`config.mk`:
```
export PLATFORM = sky130hd
export DESIGN_NAME = cpuCore
export DESIGN_NICKNAME = d
export VERILOG_FILES = /design/src/logic/isaPkg.sv /design/src/logic/pipePkg.sv /design/src/logic/fetchDecode.sv /design/src/logic/regFile.sv /design/src/logic/execUnit.sv /design/src/logic/memWriteback.sv /design/src/logic/cpuCore.sv
export SDC_FILE = /design/constraint.sdc
export NUM_CORES = 1
export LEC_CHECK = 0
export BUFFER_PORTS_ARGS = -buffer_cell sky130_fd_sc_hd__buf_2
export CAP_MARGIN = 20
export CORE_UTILIZATION = 30
export DETAILED_ROUTE_END_ITERATION = 8
export GPL_ROUTABILITY_DRIVEN = 0
export PLACE_DENSITY = 0.5
export SLEW_MARGIN = 20
export SYNTH_ARGS = -nofsm -noshare
export SYNTH_HDL_FRONTEND = slang
export SYNTH_SLANG_ARGS = --single-unit
```
`constraint.sdc`:
```
create_clock -name Clock -period 9.5 [get_ports Clock]
set_input_delay 1.425 -clock Clock [delete_from_list [all_inputs] [get_ports Clock]]
set_output_delay 1.425 -clock Clock [all_outputs]
set_load 0.02 [all_outputs]
```
`src/logic/isaPkg.sv`:
```
// instruction-set definitions: opcodes, field positions, instruction kinds, ALU ops, branch conditions
package isaPkg;

    // instruction word layout
    //   III M XXX DDDDDDDDD   immediate form
    //   III M XXX 000000YYY   register form
    localparam int OpcodeBits = 3;
    localparam int OpcodeMsb  = 15;
    localparam int OpcodeLsb  = 13;
    localparam int ImmFlagBit = 12;  // M, immediate operand
    localparam int RxMsb      = 11;
    localparam int RxLsb      = 9;
    localparam int ImmMsb     = 8;   // immediate is bits 8..0
    localparam int ImmBits    = 9;
    localparam int RyMsb      = 2;   // rY when M is clear
    localparam int RyLsb      = 0;
    localparam int MvtByteMsb = 7;   // mvt takes bits 7..0 only

    typedef enum logic [OpcodeBits-1:0] {
        opMv    = 3'b000,
        opMvtB  = 3'b001,  // mvt with M set, branch with M clear
        opAdd   = 3'b010,
        opSub   = 3'b011,
        opLd    = 3'b100,
        opSt    = 3'b101,
        opAnd   = 3'b110,
        opOther = 3'b111   // executes as nop
    } opcodeT;

    // decoded kind, nop first so a cleared payload reads as nop
    typedef enum logic [3:0] {
        nop, mov, mvt, branch, add, sub, load, store, logicAnd
    } instrT;

    typedef enum logic [2:0] {
        aluNone, aluAdd, aluSub, aluAnd, aluPass
    } aluOpT;

    // branch condition sits in the rX field, other codes never taken
    typedef enum logic [2:0] {
        condAlways = 3'b000,
        condEq     = 3'b001,
        condNe     = 3'b010
    } branchCondT;

endpackage

```
`src/logic/pipePkg.sv`:
```
// pipeline definitions: word and register sizes, stage-to-stage payload structs
package pipePkg;

    localparam int WordSize = 16;
    localparam int NumRegs  = 8;
    localparam int RegBits  = $clog2(NumRegs);

    typedef logic [WordSize-1:0] wordT;
    typedef logic [RegBits-1:0]  regIdxT;

    // decode to execute
    typedef struct packed {
        logic               valid;      // clear for nop or bubble
        isaPkg::instrT      instr;
        isaPkg::aluOpT      aluOp;
        regIdxT             rX;         // destination, also first source
        regIdxT             rY;         // second source when imm is clear
        wordT               op1;        // rX value at decode
        wordT               op2;        // rY value or extended immediate
        logic               imm;
        logic               read;       // ld
        logic               write;      // st
        logic               writeback;  // result goes to rX
        isaPkg::branchCondT cond;
        wordT               pc;         // address of this instruction
    } decodedT;

    // execute to memory
    typedef struct packed {
        logic   valid;
        regIdxT rX;
        wordT   result;     // ALU result, data address for ld and st
        wordT   storeData;  // rX value for st
        logic   read;
        logic   write;
        logic   writeback;
    } execT;

    // writeback, also a forwarding source
    typedef struct packed {
        logic   valid;  // set only when rX is really written
        regIdxT rX;
        wordT   data;
    } wbT;

endpackage

```
`src/logic/fetchDecode.sv`:
```
// program counter, fetch register, instruction decode, load-use bubble and branch squash
`timescale 1ns/1ps

module fetchDecode #(
    parameter pipePkg::wordT ResetPc = '0  // first fetch address after reset
) (
    input  logic             Clock,
    input  logic             rstN,
    input  pipePkg::wordT    instrIn,       // valid in the cycle instrAddr is shown
    input  logic             stall,         // memory stage waiting, hold everything
    input  logic             branchTaken,
    input  pipePkg::wordT    branchTarget,
    input  pipePkg::regIdxT  loadInExec,    // destination of the load in execute
    input  logic             loadPending,   // a load sits in execute
    input  pipePkg::wordT    rdData0,
    input  pipePkg::wordT    rdData1,
    output pipePkg::wordT    instrAddr,
    output pipePkg::regIdxT  rdAddr0,
    output pipePkg::regIdxT  rdAddr1,
    output pipePkg::decodedT decOut
);
    import isaPkg::*;
    import pipePkg::*;

    wordT    pc;
    wordT    fetchInstr;   // instruction word in decode
    wordT    fetchPc;      // its address, for branch targets
    logic    fetchValid;   // cleared by reset and squash
    opcodeT  opcode;
    logic    immFlag;
    wordT    immExt;       // zero extended immediate
    wordT    branchOff;    // sign extended immediate
    logic    usesX;
    logic    usesY;
    logic    loadUse;
    decodedT decNext;

    assign instrAddr = pc;  // instruction port is combinational

    assign opcode    = opcodeT'(fetchInstr[OpcodeMsb:OpcodeLsb]);
    assign immFlag   = fetchInstr[ImmFlagBit];
    assign rdAddr0   = fetchInstr[RxMsb:RxLsb];
    assign rdAddr1   = fetchInstr[RyMsb:RyLsb];
    assign immExt    = {{(WordSize-ImmBits){1'b0}}, fetchInstr[ImmMsb:0]};
    assign branchOff = {{(WordSize-ImmBits){fetchInstr[ImmMsb]}}, fetchInstr[ImmMsb:0]};

    always_comb begin
        decNext       = '0;
        decNext.rX    = rdAddr0;
        decNext.rY    = rdAddr1;
        decNext.op1   = rdData0;               // rX read, forwarded later in execute
        decNext.imm   = immFlag;
        decNext.pc    = fetchPc;
        decNext.cond  = branchCondT'(rdAddr0); // only meaningful for branches
        case (opcode)
            opMv: begin
                decNext.instr     = mov;
                decNext.aluOp     = aluPass;
                decNext.writeback = 1'b1;
            end
            opMvtB: begin
                decNext.instr     = immFlag ? mvt : branch;
                decNext.aluOp     = immFlag ? aluPass : aluNone;
                decNext.writeback = immFlag;   // branch writes nothing
                decNext.imm       = 1'b1;      // both forms take the immediate
            end
            opAdd: begin
                decNext.instr     = add;
                decNext.aluOp     = aluAdd;
                decNext.writeback = 1'b1;
            end
            opSub: begin
                decNext.instr     = sub;
                decNext.aluOp     = aluSub;
                decNext.writeback = 1'b1;
            end
            opLd: begin
                decNext.instr     = load;
                decNext.aluOp     = aluPass;   // address is rY
                decNext.read      = 1'b1;
                decNext.writeback = 1'b1;
                decNext.imm       = 1'b0;
            end
            opSt: begin
                decNext.instr     = store;
                decNext.aluOp     = aluPass;
                decNext.write     = 1'b1;
                decNext.imm       = 1'b0;
            end
            opAnd: begin
                decNext.instr     = logicAnd;
                decNext.aluOp     = aluAnd;
                decNext.writeback = 1'b1;
            end
            default: begin
                decNext.instr     = nop;       // opcode 111
            end
        endcase
        if (decNext.imm) begin
            decNext.op2 = (decNext.instr == branch) ? branchOff : immExt;
        end else begin
            decNext.op2 = rdData1;
        end
        // empty slot, all-zero word and opcode 111 leave as a bubble
        if (!fetchValid || fetchInstr == '0 || decNext.instr == nop) begin
            decNext = '0;
        end else begin
            decNext.valid = 1'b1;
        end
    end

    // source registers actually read by this instruction
    assign usesX   = decNext.instr inside {add, sub, logicAnd, store};
    assign usesY   = decNext.valid && !decNext.imm;
    assign loadUse = loadPending && decNext.valid &&
                     ((usesX && decNext.rX == loadInExec) || (usesY && decNext.rY == loadInExec));

    always_ff @(posedge Clock or negedge rstN) begin
        if (!rstN) begin
            pc         <= ResetPc;
            fetchValid <= 1'b0;
            decOut     <= '0;
        end else if (!stall) begin
            if (branchTaken) begin
                pc         <= branchTarget;  // redirect
                fetchValid <= 1'b0;          // squash the word being fetched
                decOut     <= '0;            // squash the word being decoded
            end else if (loadUse) begin
                decOut     <= '0;            // bubble, pc and fetch register hold
            end else begin
                pc         <= pc + 1'b1;
                fetchValid <= 1'b1;
                decOut     <= decNext;
            end
        end
    end

    always_ff @(posedge Clock) begin
        if (!stall && !branchTaken && !loadUse) begin
            fetchInstr <= instrIn;
            fetchPc    <= pc;
        end
    end

endmodule

```
`src/logic/regFile.sv`:
```
// eight-entry register file, two read ports, one write port with write-through
`timescale 1ns/1ps

module regFile (
    input  logic            Clock,
    input  logic            rstN,
    input  pipePkg::regIdxT rdAddr0,
    input  pipePkg::regIdxT rdAddr1,
    input  pipePkg::wbT     wbIn,     // writeback stage result
    output pipePkg::wordT   rdData0,
    output pipePkg::wordT   rdData1
);
    import pipePkg::*;

    wordT regs [NumRegs];  // r0..r7, pc lives in fetch

    always_ff @(posedge Clock or negedge rstN) begin
        if (!rstN) begin
            for (int i = 0; i < NumRegs; i++) begin
                regs[i] <= '0;
            end
        end else if (wbIn.valid) begin
            regs[wbIn.rX] <= wbIn.data;
        end
    end

    // same-cycle write shows through to the reader
    always_comb begin
        if (wbIn.valid && wbIn.rX == rdAddr0) begin
            rdData0 = wbIn.data;
        end else begin
            rdData0 = regs[rdAddr0];
        end
    end

    always_comb begin
        if (wbIn.valid && wbIn.rX == rdAddr1) begin
            rdData1 = wbIn.data;
        end else begin
            rdData1 = regs[rdAddr1];
        end
    end

endmodule

```
`src/logic/execUnit.sv`:
```
// operand forwarding, ALU, zero flag, branch resolution and the execute register
`timescale 1ns/1ps

module execUnit (
    input  logic             Clock,
    input  logic             rstN,
    input  logic             stall,
    input  pipePkg::decodedT decIn,
    input  pipePkg::wbT      memFwd,        // memory stage result, this cycle
    input  pipePkg::wbT      wbFwd,         // writeback register
    output pipePkg::execT    exOut,
    output logic             branchTaken,   // one cycle, squashes fetch and decode
    output pipePkg::wordT    branchTarget,
    output pipePkg::regIdxT  loadInExec,
    output logic             loadPending
);
    import isaPkg::*;
    import pipePkg::*;

    wordT opX;        // forwarded rX value
    wordT opY;        // forwarded rY value or immediate
    wordT aluResult;
    logic zeroFlag;
    logic condMet;

    // newest producer wins: memory stage, then writeback, then decode
    function automatic wordT pickOperand(input regIdxT idx, input wordT fromDecode,
                                         input wbT memStage, input wbT wbStage);
        wordT value;
        value = fromDecode;
        if (wbStage.valid && wbStage.rX == idx) begin
            value = wbStage.data;
        end
        if (memStage.valid && memStage.rX == idx) begin
            value = memStage.data;
        end
        return value;
    endfunction

    assign opX = pickOperand(decIn.rX, decIn.op1, memFwd, wbFwd);
    assign opY = decIn.imm ? decIn.op2 : pickOperand(decIn.rY, decIn.op2, memFwd, wbFwd);

    always_comb begin
        case (decIn.aluOp)
            aluAdd:  aluResult = opX + opY;
            aluSub:  aluResult = opX - opY;
            aluAnd:  aluResult = opX & opY;
            aluPass: begin
                if (decIn.instr == mvt) begin
                    // byte to the top, low byte cleared
                    aluResult = {opY[MvtByteMsb:0], {(MvtByteMsb+1){1'b0}}};
                end else begin
                    aluResult = opY;  // mv, and the ld/st address
                end
            end
            default: aluResult = '0;
        endcase
    end

    always_comb begin
        case (decIn.cond)
            condAlways: condMet = 1'b1;
            condEq:     condMet = zeroFlag;
            condNe:     condMet = !zeroFlag;
            default:    condMet = 1'b0;
        endcase
    end

    assign branchTaken  = !stall && decIn.valid && decIn.instr == branch && condMet;
    assign branchTarget = decIn.pc + 1'b1 + decIn.op2;  // op2 already sign extended

    // decode checks its sources against this
    assign loadInExec  = decIn.rX;
    assign loadPending = decIn.valid && decIn.read;

    always_ff @(posedge Clock or negedge rstN) begin
        if (!rstN) begin
            zeroFlag <= 1'b0;
            exOut    <= '0;
        end else if (!stall) begin
            if (decIn.valid && decIn.aluOp inside {aluAdd, aluSub, aluAnd}) begin
                zeroFlag <= (aluResult == '0);  // only add, sub and and set it
            end
            exOut.valid     <= decIn.valid;
            exOut.rX        <= decIn.rX;
            exOut.result    <= aluResult;
            exOut.storeData <= opX;             // st writes rX
            exOut.read      <= decIn.read;
            exOut.write     <= decIn.write;
            exOut.writeback <= decIn.writeback;
        end
    end

endmodule

```
`src/logic/memWriteback.sv`:
```
// data-port access under wait request, stall generation and the writeback register
`timescale 1ns/1ps

module memWriteback (
    input  logic          Clock,
    input  logic          rstN,
    input  pipePkg::execT exIn,
    input  pipePkg::wordT dataIn,
    input  logic          dataWaitreq,  // memory not ready, hold the pipeline
    output pipePkg::wordT dataAddr,
    output pipePkg::wordT dataOut,
    output logic          readData,
    output logic          writeData,
    output logic          stall,
    output pipePkg::wbT   memFwd,       // result leaving memory this cycle
    output pipePkg::wbT   wbOut         // writeback register, feeds regFile
);
    import pipePkg::*;

    logic access;  // ld or st in the memory stage

    assign access = exIn.valid && (exIn.read || exIn.write);

    // strobes stay up until the cycle dataWaitreq drops
    assign readData  = exIn.valid && exIn.read;
    assign writeData = exIn.valid && exIn.write;
    assign dataAddr  = exIn.result;
    assign dataOut   = exIn.storeData;

    assign stall = access && dataWaitreq;

    // a load still waiting has nothing to forward yet
    always_comb begin
        memFwd.valid = exIn.valid && exIn.writeback && !stall;
        memFwd.rX    = exIn.rX;
        memFwd.data  = exIn.read ? dataIn : exIn.result;  // ld captures in its last cycle
    end

    always_ff @(posedge Clock or negedge rstN) begin
        if (!rstN) begin
            wbOut <= '0;
        end else if (!stall) begin
            wbOut <= memFwd;
        end
    end

endmodule

```
`src/logic/cpuCore.sv`:
```
// top level: five-stage core with separate instruction and data ports
`timescale 1ns/1ps

module cpuCore #(
    parameter pipePkg::wordT ResetPc = '0
) (
    input  logic          Clock,
    input  logic          rstN,
    input  pipePkg::wordT instrIn,
    input  pipePkg::wordT dataIn,
    input  logic          dataWaitreq,
    output pipePkg::wordT instrAddr,
    output pipePkg::wordT dataAddr,
    output pipePkg::wordT dataOut,
    output logic          readData,
    output logic          writeData
);
    import pipePkg::*;

    regIdxT  rdAddr0;
    regIdxT  rdAddr1;
    wordT    rdData0;
    wordT    rdData1;
    decodedT decoded;       // decode to execute
    execT    executed;      // execute to memory
    wbT      memFwd;
    wbT      wbOut;
    logic    stall;
    logic    branchTaken;
    wordT    branchTarget;
    regIdxT  loadInExec;
    logic    loadPending;

    // input side: fetch and decode
    fetchDecode #(
        .ResetPc (ResetPc)
    ) u_fetchDecode (
        .Clock        (Clock),
        .rstN         (rstN),
        .instrIn      (instrIn),
        .stall        (stall),
        .branchTaken  (branchTaken),
        .branchTarget (branchTarget),
        .loadInExec   (loadInExec),
        .loadPending  (loadPending),
        .rdData0      (rdData0),
        .rdData1      (rdData1),
        .instrAddr    (instrAddr),
        .rdAddr0      (rdAddr0),
        .rdAddr1      (rdAddr1),
        .decOut       (decoded)
    );

    regFile u_regFile (
        .Clock   (Clock),
        .rstN    (rstN),
        .rdAddr0 (rdAddr0),
        .rdAddr1 (rdAddr1),
        .wbIn    (wbOut),
        .rdData0 (rdData0),
        .rdData1 (rdData1)
    );

    execUnit u_execUnit (
        .Clock        (Clock),
        .rstN         (rstN),
        .stall        (stall),
        .decIn        (decoded),
        .memFwd       (memFwd),
        .wbFwd        (wbOut),
        .exOut        (executed),
        .branchTaken  (branchTaken),
        .branchTarget (branchTarget),
        .loadInExec   (loadInExec),
        .loadPending  (loadPending)
    );

    // output side: data port and writeback
    memWriteback u_memWriteback (
        .Clock       (Clock),
        .rstN        (rstN),
        .exIn        (executed),
        .dataIn      (dataIn),
        .dataWaitreq (dataWaitreq),
        .dataAddr    (dataAddr),
        .dataOut     (dataOut),
        .readData    (readData),
        .writeData   (writeData),
        .stall       (stall),
        .memFwd      (memFwd),
        .wbOut       (wbOut)
    );

endmodule

```
After elaboration in Yosys (flattened, before gate mapping):

Index checks and enable logic that the tools add are counted.

* register bits after elaboration: 306
* input bits: 35
* output and inout port bits: 50

* add/sub/neg operators: 5
* magnitude comparators: 4
* equal/unequal tests: 28
* multiplexer cells: 38
* bitwise logic cells: 5
* reductions and logical operators: 47

Operators with widths (count)
* $mux W16: 18
* $mux W69: 2
* $bwmux W128: 1
* $bmux W16 S3: 2
* $mux W68: 1
* $pmux W16 S4: 1
* $demux W16 S3: 1
* $add A16 B1 Y16 const B: 2
* $add A16 B16 Y16: 2
* $logic_not A16 Y1: 2
* $pmux W4 S7: 1
* $logic_and A1 B1 Y1: 25
* $eq A3 B3 Y1: 8
* $and A16 B16 Y16: 1
* $sub A16 B16 Y16: 1
* $eq A3 B2 Y1 const B: 5
* $pmux W3 S5: 1
* $eq A3 B3 Y1 const B: 4
* $eq A4 B2 Y1 const B: 3
* $eq A4 B3 Y1 const B: 3
* $ge A4 B4 Y1 const B: 3
* $not A3 Y4: 3
* $eq A3 B1 Y1 const B: 3
* $logic_not A1 Y1: 6
* other kinds (17): 28

Logic depth before layout (Yosys ltp):

Gate-level depths: netlist of the first run.

* depth after elaboration: 14
* depth in mapped cells: 22
* depth with buffers taken out: 21

Modules after synthesis:

A second synthesis of the first run with hierarchy kept.

* cells, all modules: 1566
* area total of the unflattened synthesis: 18423.9 um^2

By module, submodules not included
* regFile: times used 1, cells each 452, area an instance 7508.5 um^2, seq. area each 3203.1 um^2
* fetchDecode: times used 1, cells each 421, area an instance 4923.5 um^2, seq. area each 3037.9 um^2
* execUnit: times used 1, cells each 591, area an instance 4650.7 um^2, seq. area each 1001.0 um^2
* memWriteback: times used 1, cells each 102, area an instance 1341.3 um^2, seq. area each 500.5 um^2

Worst setup path before layout of the first run:

No wires, ideal clock.

* path kind: input-to-reg
* start point: input port dataWaitreq
* end point: register u_execUnit.exOut[34] in the netlist's numbering
* setup time: 64 ps
* arrival: 5558 ps
* setup slack: 3878 ps
* cell stages on the path: 17
* cell sequence: o21ai_1 and4b_1 a21oi_2 a222oi_1 nor4b_4 nand4_2 o41ai_1 xor2_1 ha_1 or3_1 or3_1 o21a_1 a41o_1 or4b_1 o2111a_1 nand2_1 mux2_2

* word-level cells in the longest chain between the ends: 8
* elaborated cells on any way between the ends: 13

Ends and longest elaborated chain
* start, declared: line cpuCore.sv:11 `input logic dataWaitreq,`
* $logic_and A1 B1 Y1 *: line memWriteback.sv:30 `assign stall = access && dataWaitreq;`
* $logic_not A1 Y1: line memWriteback.sv:34 `memFwd.valid = exIn.valid && exIn.writeback && !stall;`
* $logic_and A1 B1 Y1: line memWriteback.sv:34
* $logic_and A1 B1 Y1: line execUnit.sv:34 `if (memStage.valid && memStage.rX == idx) begin`
* $mux W16: line execUnit.sv:34
* $mux W16: line execUnit.sv:41 `assign opY = decIn.imm ? decIn.op2 : pickOperand(decIn.rY, decIn.op2, memFwd, wbFwd);`
* $sub A16 B16 Y16 (tied with other cells): line execUnit.sv:46 `aluSub: aluResult = opX - opY;`
* $pmux W16 S4: line execUnit.sv:44 `case (decIn.aluOp)`
* end, declared: line execUnit.sv:11 `output pipePkg::execT exOut,`

Every way passes the cells marked *; elsewhere a longest branch is shown, timed or not.
A chain may end at the register's enable or synchronous reset.

Worst setup path in the final report of the first run:

* start point: input port dataWaitreq
* end point: register u_execUnit.zeroFlag

* word-level cells in the longest chain between the ends: 9
* elaborated cells on any way between the ends: 16

Ends and longest elaborated chain
* $logic_and A1 B1 Y1 *: line memWriteback.sv:30
* $logic_not A1 Y1: line memWriteback.sv:34
* $logic_and A1 B1 Y1: line memWriteback.sv:34
* $logic_and A1 B1 Y1: line execUnit.sv:34
* $mux W16: line execUnit.sv:34
* $mux W16: line execUnit.sv:41
* $sub A16 B16 Y16 (tied with other cells): line execUnit.sv:46
* $pmux W16 S4: line execUnit.sv:44
* $logic_not A16 Y1: line execUnit.sv:82 `zeroFlag <= (aluResult == '0);`
* end signal, assigned: line execUnit.sv:82
* end, declared: line execUnit.sv:23 `logic zeroFlag;`

Marks and branches as above.

==> results of run 1 <==
-- logic make-up after synthesis --
family,after synthesis,share of synthesized area
buf+inv,177,0.04778
xor+xnor,78,0.03941
flops,303,0.4467
compound gates,340,0.1285
mux,237,0.1914
fa+ha+maj,38,0.02830
simple gates,442,0.1180
-- cell usage in the layout, fill, tap and decap left out, types with 16 or more instances in the layout --
| cell type | Yosys | layout |
|---|---|---|
| dfrtp_1 | 271 | 271 |
| nand2_1 | 202 | 202 |
| o21ai_0 | 121 | 120 |
| mux2_2 | 115 | 115 |
| nor2_1 | 102 | 101 |
| buf_2 | 8 | 83 |
| a21oi_1 | 65 | 65 |
| mux4_2 | 64 | 64 |
| mux2i_1 | 58 | 58 |
| xnor2_1 | 43 | 43 |
| clkbuf_16 | 0 | 38 |
| ha_1 | 36 | 36 |
| xor2_1 | 35 | 35 |
| inv_1 | 34 | 34 |
| a22o_1 | 32 | 32 |
| edfxtp_1 | 32 | 32 |
| buf_4 | 33 | 26 |
| nand3_1 | 23 | 23 |
| and3_1 | 16 | 16 |
| nor3_1 | 19 | 16 |
-- cell type report --
class,instances,area (sq um)
Fill cell,5668,37240
Multi-Input combinational cell,1135,8828
Sequential cell,303,7742
Clock buffer,58,1116
Tap cell,756,945.9
Timing Repair Buffer,112,673.1
Inverter,35,131.4
Clock inverter,5,36.28
-- worst reg2reg max path, cell delays in order, from the launching register on --
cell and delay (ns):
dfrtp_1 0.35, buf_4 0.25, o21ai_1 0.36, and3_1 0.48
a21boi_2 0.29, a222oi_1 0.72, nor4b_4 0.39, nand4_2 0.23
o41ai_1 0.39, xor2_1 0.14, ha_1 0.23, or3_1 0.38
a211oi_1 0.40, o21ai_0 0.17, a211o_1 0.29, a2111oi_0 0.39
nor4b_2 0.30, nand3_1 0.11, nand2_1 0.08
-- stage by stage --
stage               area, sq um  std cells  worst slack (ns)  hold slack (ns)  power [mW]
floorplan                 17330       1615             3.878           0.4260       5.293
global placement          18290       2340             2.947           0.4378       6.350
detailed placement        18290       2340             2.809           0.4520       6.434
CTS                       19440       2403             3.370           0.4660       7.822
global route              19470       2404             2.692           0.4796       8.351
finish                    19470       2404             3.215           0.4568       7.816
-- worst paths after layout --
kind                                                       start                                endpoint  slack (ns)  cells past startpoint
worst min register to register  u_execUnit.exOut[10]$_DFFE_PN0N_        u_execUnit.exOut[10]$_DFFE_PN0N_        0.46                      2
worst max-delay path                                 dataWaitreq         u_execUnit.zeroFlag$_DFFE_PN0P_        3.22                     18
max in group asynchronous                                   rstN        u_execUnit.exOut[26]$_DFFE_PN0N_        7.12                      3
min in group asynchronous                                   rstN  u_fetchDecode.instrAddr[2]$_DFFE_PN0P_        0.89                      1
worst max register to register   u_execUnit.exOut[2]$_DFFE_PN0N_         u_execUnit.zeroFlag$_DFFE_PN0P_        3.50                     18
worst min-delay path            u_execUnit.exOut[10]$_DFFE_PN0N_        u_execUnit.exOut[10]$_DFFE_PN0N_        0.46                      2
-- cells in the mapped netlist (all sizes together), types with 7 or more instances --
master | count | area share
nor2 | 102 | 0.022
edfxtp | 32 | 0.055
dfrtp | 271 | 0.39
mux2i | 58 | 0.033
nor3 | 19 | 0.0055
xor2 | 35 | 0.018
o31ai | 10 | 0.0043
o22ai | 7 | 0.0025
inv | 34 | 0.0074
mux2 | 115 | 0.075
o21a | 8 | 0.0035
clkbuf | 80 | 0.017
mux4 | 64 | 0.083
nand4 | 12 | 0.0047
a211oi | 12 | 0.0052
a21oi | 67 | 0.020
nor4 | 13 | 0.0056
nand2 | 203 | 0.044
o21ai | 122 | 0.035
xnor2 | 43 | 0.022
and3 | 16 | 0.0058
ha | 36 | 0.026
a222oi | 9 | 0.0052
a22o | 32 | 0.016
a31oi | 7 | 0.0025
a21o | 9 | 0.0039
buf | 62 | 0.023
nor2b | 9 | 0.0032
a221o | 8 | 0.0046
nand3 | 23 | 0.0066
-- sequential cells by signal, indices dropped and copies added, names as in the netlist --
name                      cells
u_fetchDecode.instrAddr      16
u_fetchDecode.fetchInstr     16
u_regFile.regs              128
u_execUnit.exOut             39
u_fetchDecode.fetchValid      1
u_execUnit.zeroFlag           1
u_fetchDecode.decOut         66
u_memWriteback.wbOut         20
u_fetchDecode.fetchPc        16
-- power groups by stage --
stage	Clock, mW	Combinational [mW]	Sequential (mW)
final	1.35	4.00	2.47
after CTS	1.39	3.97	2.46
after floorplan	0	3.09	2.20
after global routing	1.44	4.36	2.55
after global placement	0	3.90	2.45
after detailed placement	0	3.95	2.48
-- routing by layer --
| layer | share of wire | global-route usage | vias to the layer above |
|---|---|---|---|
| met5 | 0 | 0 | - |
| met4 | 0.029 | 0.06031 | 0 |
| met3 | 0.050 | 0.02559 | 79 |
| met2 | 0.48 | 0.2909 | 352 |
| met1 | 0.44 | 0.2362 | 6543 |
| li1 | - | - | 5895 |
==> results.md, run 1 <==
- Result of the run: finished clean
- RSZ-0062 raised after global routing: false
- Final hold violation count: 0
- Yosys reg bits: 303
- Initial DRC Count: 1075
- Static leakage: 8.721 nW
- Seq/Total Area, Yosys: 0.4467
- ANT cells: 0
- Drt wl/cell: 21.60 microns
- Post-synth ARST share: 0.8944
- Critical path's top delay family: compound AO/OA/AOI/OAI gates
- Clock latency on the worst-skew pair: 0.56 ns
- Vias in the first global route: 13040
- CTS sink count: 303
- Slew headroom: 0.2624
- Worst setup path category: in -> reg
- Vias after detailed routing: 12870
- Top FF cell, synth: dfrtp_1
- Endpoints failing setup: 0
- Clock Power Share: 0.173
- Drt drc: 0
- DIE WIDTH: 242.4 microns
- Syn Nets: 1688
- NetSw: 3.458 mW
- Half-perimeter wire length after placement: 35700 microns
- Avg Cell Area, Syn: 10.73 sq um
- Num CTS Buffers: 36
- Bufs and invs on worst path: 1
- Worst Path Required: 9.98 ns
- Fin crit share: 0.6615
- Switching share of power: 0.4424
- Post-CTS resize count: 0
- First-pass GRT wire length: 80290 microns
- Clock-pin slew on the worst setup and hold paths: 0.06 ns
- Pint: 4.359 mW
- Combinational share of power: 0.512
- Distinct cells, synth: 75
- Crit path max fanout: 18
- Root Driver: clkbuf_16
- Max-Cap Viols: 0
- Sequential Power Share: 0.316
- Ys Warns: 0
- EDFF count, synth: 32
- Die Ht: 242.4 microns
- Data arrival time of the worst path: 6.76 ns
- Antenna Violating Nets Remaining: 0
- Pre-antenna DRT Iters: 5
- CTS Hold Bufs: 0
- Worst Max-Slew Pin Slew: 1.106 ns
- Area growth syn-to-layout: 12.34%
- Clock H-tree levels: 2
- Setup TNS: 0 ns
- Total Routing Usage GR: 0.1765
- Crit path cell chain: buf_2, o21ai_1, and3_1, a21boi_2, a222oi_1, nor4b_4, nand4_2, o41ai_1, xor2_1, ha_1, or3_1, a211oi_1, o21ai_0, a211o_1, a2111oi_0, nor4b_2, nand3_1, nand2_1
- Antenna violations before repair: 0
- Max stage delay cell, worst path: a222oi_1
- CTS tree: built
- Post-route minimum period: 6.285 ns
- Layout Utilization: 0.3434
- Max Clock Skew: 0.01986 ns
- Die ar.: 58750 sq um
- I/O Pins: 85
- Cells after synthesis: 1615
- Slew Limit Fails: 0
- Worst Setup End Kind: register
- NumNets Final: 1696
- Initial Util: 0.3056
- Fmax: 159.1 MHz
- I/O Buffers: 84
- Cell Pwr Density: 401.4 nW/um^2
- Mapped Area: 17330 sq um
- Hold WC Path Type: reg -> reg
- Final wirelength: 51930 microns
- Max Buffers Root-to-Sink: 3
- Num rows: 87
- Fraction of layout instances using a drive strength above 1: 0.2245
- Worst setup SP type: input pin
- CP max stage delay: 0.72 ns
- Gr ovfl total: 0
- Pin count of the biggest net entering global routing: 179
- Post-CTS Setup Bufs: 0
- Core area: 56710 sq um
- Vias per cell: 5.353
- Peak supply drop: 0.0001420 V
No activity file was read; power rests on OpenSTA's default activity.
==> inputs of run 2 (changes only) <==
- PLACE_DENSITY: 0.5 -> 0.51
- clock period: 9.5 -> 5.65 ns (I/O delays scaled with it)
==> results.md, run 2 (synthesized netlist as in run 1, its figures left out) <==
- RSZ-0062 raised after global routing: false (unchanged)
- Layout Utilization: 0.3487 (was 0.3434)
- Setup ws final: 0.4024 ns (was 3.215 ns)
- Die Ht: 242.4 microns (unchanged)
- Top Registers: u_regFile.regs x128, u_fetchDecode.decOut x66, u_execUnit.exOut x39 (unchanged)
- Pint: 7.624 mW (was 4.359 mW)
- Pre-antenna DRT Iters: 5 (unchanged)
- Clock H-tree levels: 2 (unchanged)
- Clock Power Share: 0.183 (was 0.173)
- Fmax: 190.6 MHz
- CTS Hold Bufs: 0 (unchanged)
- I/O Pins: 85 (unchanged)
- Dpl cell area: 18510 sq um (was 18290 sq um)
- Antenna Violating Nets Remaining: 0 (unchanged)
- Pin count of the biggest net entering global routing: 126 (was 179)
- Power, Total: 13.46 mW (was 7.816 mW)
- Hold WC Path Type: in -> async (was reg -> reg)
- Gr ovfl total: 0 (unchanged)
- Worst slack at placement: 0.1826 ns (was 2.809 ns)
- Most common cell after layout, fill and taps aside: dfrtp_1 (unchanged)
- Post-CTS Setup Bufs: 0 (unchanged)
- Clock-pin slew on the worst setup and hold paths: 0.06 ns (about the same)
- Hold WS: 0.3974 ns (was 0.4568 ns)
- Vias in the first global route: 12960 (was 13040)
- Fillers: 5666 (was 5668)
- Reg-to-Reg End: u_execUnit.zeroFlag$_DFFE_PN0P_ (unchanged)
- Max reg flops: 128 (unchanged)
- NetSw: 5.831 mW (was 3.458 mW)
- Antenna violations before repair: 0 (unchanged)
- Worst-case reg-to-reg path depth: 20 (was 18)
- Post-route minimum period: 5.248 ns
- Biggest register: u_regFile.regs (unchanged)
- Switching share of power: 0.4334 (was 0.4424)
- ANT cells: 0 (unchanged)
- Die ar.: 58750 sq um (unchanged)
- Final hold violation count: 0 (unchanged)
- Worst setup SP type: register (was input pin)
- Worst reg2reg startpoint: u_memWriteback.wbOut[18]$_DFFE_PN0N_ (was u_execUnit.exOut[2]$_DFFE_PN0N_)
- Initial DRC Count: 976 (was 1075)
- NumNets Final: 1727 (was 1696)
- Result of the run: finished clean (unchanged)
- Half-perimeter wire length after placement: 36150 microns (was 35700 microns)
- Slew Limit Fails: 0 (unchanged)
- Final wirelength: 51840 microns (was 51930 microns)
- Worst Path Required: 6.13 ns (was 9.98 ns)
- Max-Cap Viols: 0 (unchanged)
- FF-to-FF setup slack: 0.40 ns (was 3.50 ns)
- Endpoints failing setup: 0 (unchanged)
- Crit path max fanout: 13 (was 18)
- Core area: 56710 sq um (unchanged)
- Drt wl/cell: 21.29 microns (was 21.60 microns)
- Cell Pwr Density: 680.4 nW/um^2 (was 401.4 nW/um^2)
- Total Routing Usage GR: 0.1763 (was 0.1765)
- Fin crit share: 0.9288
- Setup TNS: 0 ns (unchanged)
- Num CTS Buffers: 38 (was 36)
- Design Area, Final: 19780 sq um (was 19470 sq um)
- Most frequent cells in the layout: 270 x dfrtp_1, 202 x nand2_1, 120 x o21ai_0 (was 271 x dfrtp_1, 202 x nand2_1, 120 x o21ai_0)
- Clock latency on the worst-skew pair: 0.56 ns (about the same)
- Max Clock Skew: 0.02161 ns (was 0.01986 ns)
- Cells after DPL: 2370 (was 2340)
- Num rows: 87 (unchanged)
- Root Driver: clkbuf_16 (unchanged)
- I/O Buffers: 84 (unchanged)
- Finished Layout Cells: 2435 (was 2404)
- Sequential Power Share: 0.305 (was 0.316)
- Fraction of layout instances using a drive strength above 1: 0.2418 (was 0.2245)
- Static leakage: 8.902 nW (was 8.721 nW)
- Worst setup path category: reg -> reg (was in -> reg)
- First-pass GRT wire length: 80210 microns (was 80290 microns)
- Slew headroom: 0.3288 (was 0.2624)
- Drt drc: 0 (unchanged)
- Initial Util: 0.3056 (unchanged)
- CTS tree: built (unchanged)
- Peak supply drop: 0.0002686 V (was 0.0001420 V)
- Vias per cell: 5.322 (was 5.353)
- Data arrival time of the worst path: 5.73 ns (was 6.76 ns)
- Combinational share of power: 0.512 (about the same)
- Max Buffers Root-to-Sink: 3 (unchanged)
- Area growth syn-to-layout: 14.09% (was 12.34%)
- Vias after detailed routing: 12960 (was 12870)
- Worst Setup End Kind: register (unchanged)
- Worst Max-Slew Pin Slew: 1.007 ns (was 1.106 ns)
- CTS sink count: 303 (unchanged)
- DIE WIDTH: 242.4 microns (unchanged)
[run 2: worst max path at each step]
stage / startpoint / to / slack, ns / depth (start not counted)
finish: u_memWriteback.wbOut[18]$_DFFE_PN0N_ / u_execUnit.zeroFlag$_DFFE_PN0P_ / 0.40 / 20
global placement: dataWaitreq / u_execUnit.zeroFlag$_DFFE_PN0P_ / 0.24 / 18
detailed placement: dataWaitreq / u_execUnit.zeroFlag$_DFFE_PN0P_ / 0.18 / 18
global route: u_memWriteback.wbOut[18]$_DFFE_PN0N_ / u_execUnit.zeroFlag$_DFFE_PN0P_ / 0.01 / 20
floorplan: dataWaitreq / u_execUnit.exOut[34]$_DFFE_PN0N_ / 0.61 / 17
CTS: u_memWriteback.wbOut[18]$_DFFE_PN0N_ / u_execUnit.zeroFlag$_DFFE_PN0P_ / 0.40 / 20
[run 2: metal layers]
metal,vias up,global-route usage,routed length (microns)
met5,-,0,0
met2,357,0.2916,24880
li1,5957,-,-
met4,0,0.06292,1578
met3,82,0.02526,2335
met1,6564,0.2343,23040
[run 2: power by group through the flow]
stage / combinational [mW] / clock [mW] / sequential [mW]
3_3_place_gp: 6.76 / 0 / 4.08
5_1_grt: 7.51 / 2.61 / 4.24
6_report: 6.88 / 2.47 / 4.10
4_1_cts: 6.87 / 2.53 / 4.10
2_1_floorplan: 5.20 / 0 / 3.70
3_5_place_dp: 6.83 / 0 / 4.13
[run 2: cell type report]
type | count | area (sq um) | area share
timing repair buffer | 141 | 870.8 | 0.04403
clock inverter | 10 | 142.6 | 0.007212
tap | 756 | 945.9 | 0.04783
clock buffer | 55 | 1115 | 0.05637
multi-input combinational | 1135 | 8827 | 0.4463
inverter | 35 | 131.4 | 0.006643
sequential | 303 | 7744 | 0.3916
[run 2: critical path, stage by stage (launching register included)]
cell and delay (ns):
dfrtp_1 0.60, xor2_1 0.17, nor4_4 0.35, a21boi_2 0.33
buf_4 0.24, a221o_1 0.25, inv_1 0.11, ha_1 0.24
nor2_1 0.14, xnor2_1 0.14, ha_1 0.31, nor2b_1 0.17
o31ai_1 0.29, a21oi_1 0.20, a211oi_2 0.31, o21ai_0 0.14
a211o_1 0.28, a2111oi_0 0.44, nor4b_2 0.29, nand3_1 0.10
nand2_1 0.07
[run 2: what timing repair did]
action                     in CTS  in global routing
resized for setup               0                  2
hold endpoints to repair        0                  0
setup endpoints to repair       0                  1
==> inputs of run 3 (changes only) <==
- ABC_AREA: not set -> 1
==> results.md, run 3 <==
- Result of the run: finished clean (unchanged)
- Num CTS Buffers: 38 (unchanged)
- Design Area, Final: 20390 sq um (was 19780 sq um)
- Layout Utilization: 0.3378 (was 0.3487)
- Drt wl/cell: 19.28 microns (was 21.29 microns)
- Sequential Power Share: 0.292 (was 0.305)
- Worst Path Required: 6.16 ns (was 6.13 ns)
- Combinational share of power: 0.538 (was 0.512)
- Max reg flops: 128 (unchanged)
- CP max stage delay: 0.49 ns (was 0.60 ns)
- Vias after detailed routing: 16860 (was 12960)
- NetSw: 6.824 mW (was 5.831 mW)
- Critical path's top delay family: simple AND/OR/NAND/NOR gates (was compound AO/OA/AOI/OAI gates)
- Final hold violation count: 0 (unchanged)
- EDFF count, synth: 32 (unchanged)
- Worst reg2reg startpoint: u_memWriteback.wbOut[17]$_DFFE_PN0N_ (was u_memWriteback.wbOut[18]$_DFFE_PN0N_)
- First-pass GRT wire length: 97420 microns (was 80210 microns)
- Max Clock Skew: 0.02321 ns (was 0.02161 ns)
- Max-Cap Viols: 0 (unchanged)
- Seq/Total Area, Yosys: 0.4225 (was 0.4467)
- Max stage delay cell, worst path: dfrtp_1 (unchanged)
- Cells after DPL: 3172 (was 2370)
- Top-count cell post-synth: nand2_1 (was dfrtp_1)
- Cells after synthesis: 2433 (was 1615)
- Syn Nets: 2506 (was 1688)
- Crit path max fanout: 17 (was 13)
- NumNets Final: 2503 (was 1727)
- Root Driver: clkbuf_16 (unchanged)
- Vias in the first global route: 16200 (was 12960)
- FF-to-FF setup slack: 0.79 ns (was 0.40 ns)
- Pre-antenna DRT Iters: 5 (unchanged)
- Finished Layout Cells: 3238 (was 2435)
- Post-CTS Setup Bufs: 0 (unchanged)
- Static leakage: 9.475 nW (was 8.902 nW)
- Dpl cell area: 19220 sq um (was 18510 sq um)
- Setup TNS: 0 ns (unchanged)
- Fraction of layout instances using a drive strength above 1: 0.1209 (was 0.2418)
- Worst Setup End Kind: register (unchanged)
- Ys Warns: 0 (unchanged)
- DIE WIDTH: 249.1 microns (was 242.4 microns)
- Antenna Violating Nets Remaining: 0 (unchanged)
- Die Ht: 249.1 microns (was 242.4 microns)
- Fin crit share: 0.8600 (was 0.9288)
- Peak supply drop: 0.0002664 V (was 0.0002686 V)
- Final wirelength: 62430 microns (was 51840 microns)
- Vias per cell: 5.208 (was 5.322)
- Slew Limit Fails: 0 (unchanged)
- Antenna violations before repair: 0 (unchanged)
- CTS sink count: 303 (unchanged)
- CTS tree: built (unchanged)
- Biggest register: u_regFile.regs (unchanged)
- Most frequent cells in the layout: 663 x nand2_1, 309 x o21ai_0, 271 x dfrtp_1 (was 270 x dfrtp_1, 202 x nand2_1, 120 x o21ai_0)
- Half-perimeter wire length after placement: 42430 microns (was 36150 microns)
- Clock H-tree levels: 2 (unchanged)
- Post-synth top cells: 663 x nand2_1, 309 x o21ai_0, 271 x dfrtp_1 (was 271 x dfrtp_1, 202 x nand2_1, 121 x o21ai_0)
- Post-synth ARST share: 0.8944 (unchanged)
- Total Routing Usage GR: 0.1996 (was 0.1763)
- Bufs and invs on worst path: 5 (was 2)
- Synth area leaders: dfrtp_1 37%, nand2_1 14%, o21ai_0 8.4% (was dfrtp_1 39%, mux4_2 8.3%, mux2_2 7.5%)
- Power, Total: 13.69 mW (was 13.46 mW)
- Slew headroom: 0.3270 (was 0.3288)
- Worst setup path category: reg -> reg (unchanged)
- Hold WC Path Type: in -> async (unchanged)
- Switching share of power: 0.4986 (was 0.4334)
- Cell Pwr Density: 671.3 nW/um^2 (was 680.4 nW/um^2)
- I/O Pins: 85 (unchanged)
- RSZ-0062 raised after global routing: false (unchanged)
- Num rows: 90 (was 87)
- I/O Buffers: 84 (unchanged)
- Drt drc: 0 (unchanged)
- Fmax: 205.8 MHz (was 190.6 MHz)
- Avg Cell Area, Syn: 7.531 sq um (was 10.73 sq um)
- Post-CTS resize count: 0 (unchanged)
- Gr ovfl total: 0 (unchanged)
- Synth area leader: dfrtp_1 (unchanged)
- Max Buffers Root-to-Sink: 3 (unchanged)
- Die ar.: 62070 sq um (was 58750 sq um)
- ANT cells: 0 (unchanged)
- CTS Hold Bufs: 0 (unchanged)
- Top Registers: u_regFile.regs x128, u_fetchDecode.decOut x66, u_execUnit.exOut x39 (unchanged)
- Endpoints failing setup: 0 (unchanged)
- CP dominant cell by count: nand2_1 (was ha_1)
- Clock Power Share: 0.170 (was 0.183)
- Data arrival time of the worst path: 5.36 ns (was 5.73 ns)
- Core area: 60360 sq um (was 56710 sq um)
- Mapped Area: 18320 sq um (was 17330 sq um)
- Reg-to-Reg End: u_execUnit.zeroFlag$_DFFE_PN0P_ (unchanged)
- Yosys reg bits: 303 (unchanged)
- Top FF cell, synth: dfrtp_1 (unchanged)
- Clock-pin slew on the worst setup and hold paths: 0.06 ns (about the same)
- Post-route minimum period: 4.859 ns (was 5.248 ns)
- Distinct cells, synth: 61 (was 75)
- Fillers: 6435 (was 5666)
- Worst-case reg-to-reg path depth: 30 (was 20)
- Synth top area share: 0.3701 (was 0.3912)
- Worst setup SP type: register (unchanged)
- Pin count of the biggest net entering global routing: 151 (was 126)
- Clock latency on the worst-skew pair: 0.57 ns (was 0.56 ns)
- Worst Max-Slew Pin Slew: 1.010 ns (was 1.007 ns)
- Most common cell after layout, fill and taps aside: nand2_1 (was dfrtp_1)
- Initial Util: 0.3036 (was 0.3056)
- Initial DRC Count: 1435 (was 976)
- Pint: 6.863 mW (was 7.624 mW)
- Area growth syn-to-layout: 11.27% (was 14.09%)
run 3: metal layers:
layer	global-route usage	share of wire
met1	0.2697	0.44
met2	0.3251	0.46
met3	0.02550	0.058
met4	0.07584	0.035
met5	0	0
run 3: worst max-delay path by stage:
stage               depth (start not counted)                              end                            startpoint  slack [ns]
finish                                     30  u_execUnit.zeroFlag$_DFFE_PN0P_  u_memWriteback.wbOut[17]$_DFFE_PN0N_        0.79
global route                               30  u_execUnit.zeroFlag$_DFFE_PN0P_  u_memWriteback.wbOut[18]$_DFFE_PN0N_        0.33
CTS                                        29  u_execUnit.zeroFlag$_DFFE_PN0P_  u_memWriteback.wbOut[17]$_DFFE_PN0N_        0.89
detailed placement                         31  u_execUnit.zeroFlag$_DFFE_PN0P_                           dataWaitreq        0.56
global placement                           33  u_execUnit.zeroFlag$_DFFE_PN0P_                           dataWaitreq        0.67
floorplan                                  32  u_execUnit.zeroFlag$_DFFE_PN0P_                           dataWaitreq        1.31
run 3: kinds of logic after synthesis:
kind of cell               after synthesis  synth area share
AOI/OAI and AO/OA                      640            0.2084
adders and majority gates               38           0.02677
buffers and inverters                  373           0.08863
muxes                                    4          0.002390
and+or+nand+nor                       1043            0.2360
DFF                                    303            0.4225
xor gates and xnor gates                32           0.01530
run 3: metrics by stage:
stage | setup slack [ns] | hold slack (ns)
2_1_floorplan | 1.313 | 0.4419
3_3_place_gp | 0.6749 | 0.4582
3_5_place_dp | 0.5569 | 0.4635
4_1_cts | 0.8916 | 0.2351
5_1_grt | 0.3314 | 0.2688
6_report | 0.7913 | 0.2238
run 3: power groups by stage:
stage | logic, mW | registers, mW | clock network [mW]
2_1_floorplan | 5.42 | 3.75 | 0
5_1_grt | 8.24 | 4.12 | 2.46
4_1_cts | 7.34 | 3.99 | 2.39
3_3_place_gp | 7.22 | 4.00 | 0
3_5_place_dp | 7.32 | 4.02 | 0
6_report | 7.36 | 4.00 | 2.32
run 3: layout make-up:
class / count / area (sq um) / share of cell area
Multi-Input combinational cell: 1757 / 8970 / 0.4400
Sequential cell: 303 / 7742 / 0.3797
Clock buffer: 53 / 1077 / 0.05284
Tap cell: 782 / 978.4 / 0.04799
Inverter: 205 / 772.0 / 0.03786
Timing Repair Buffer: 125 / 763.2 / 0.03743
Clock inverter: 13 / 85.08 / 0.004173
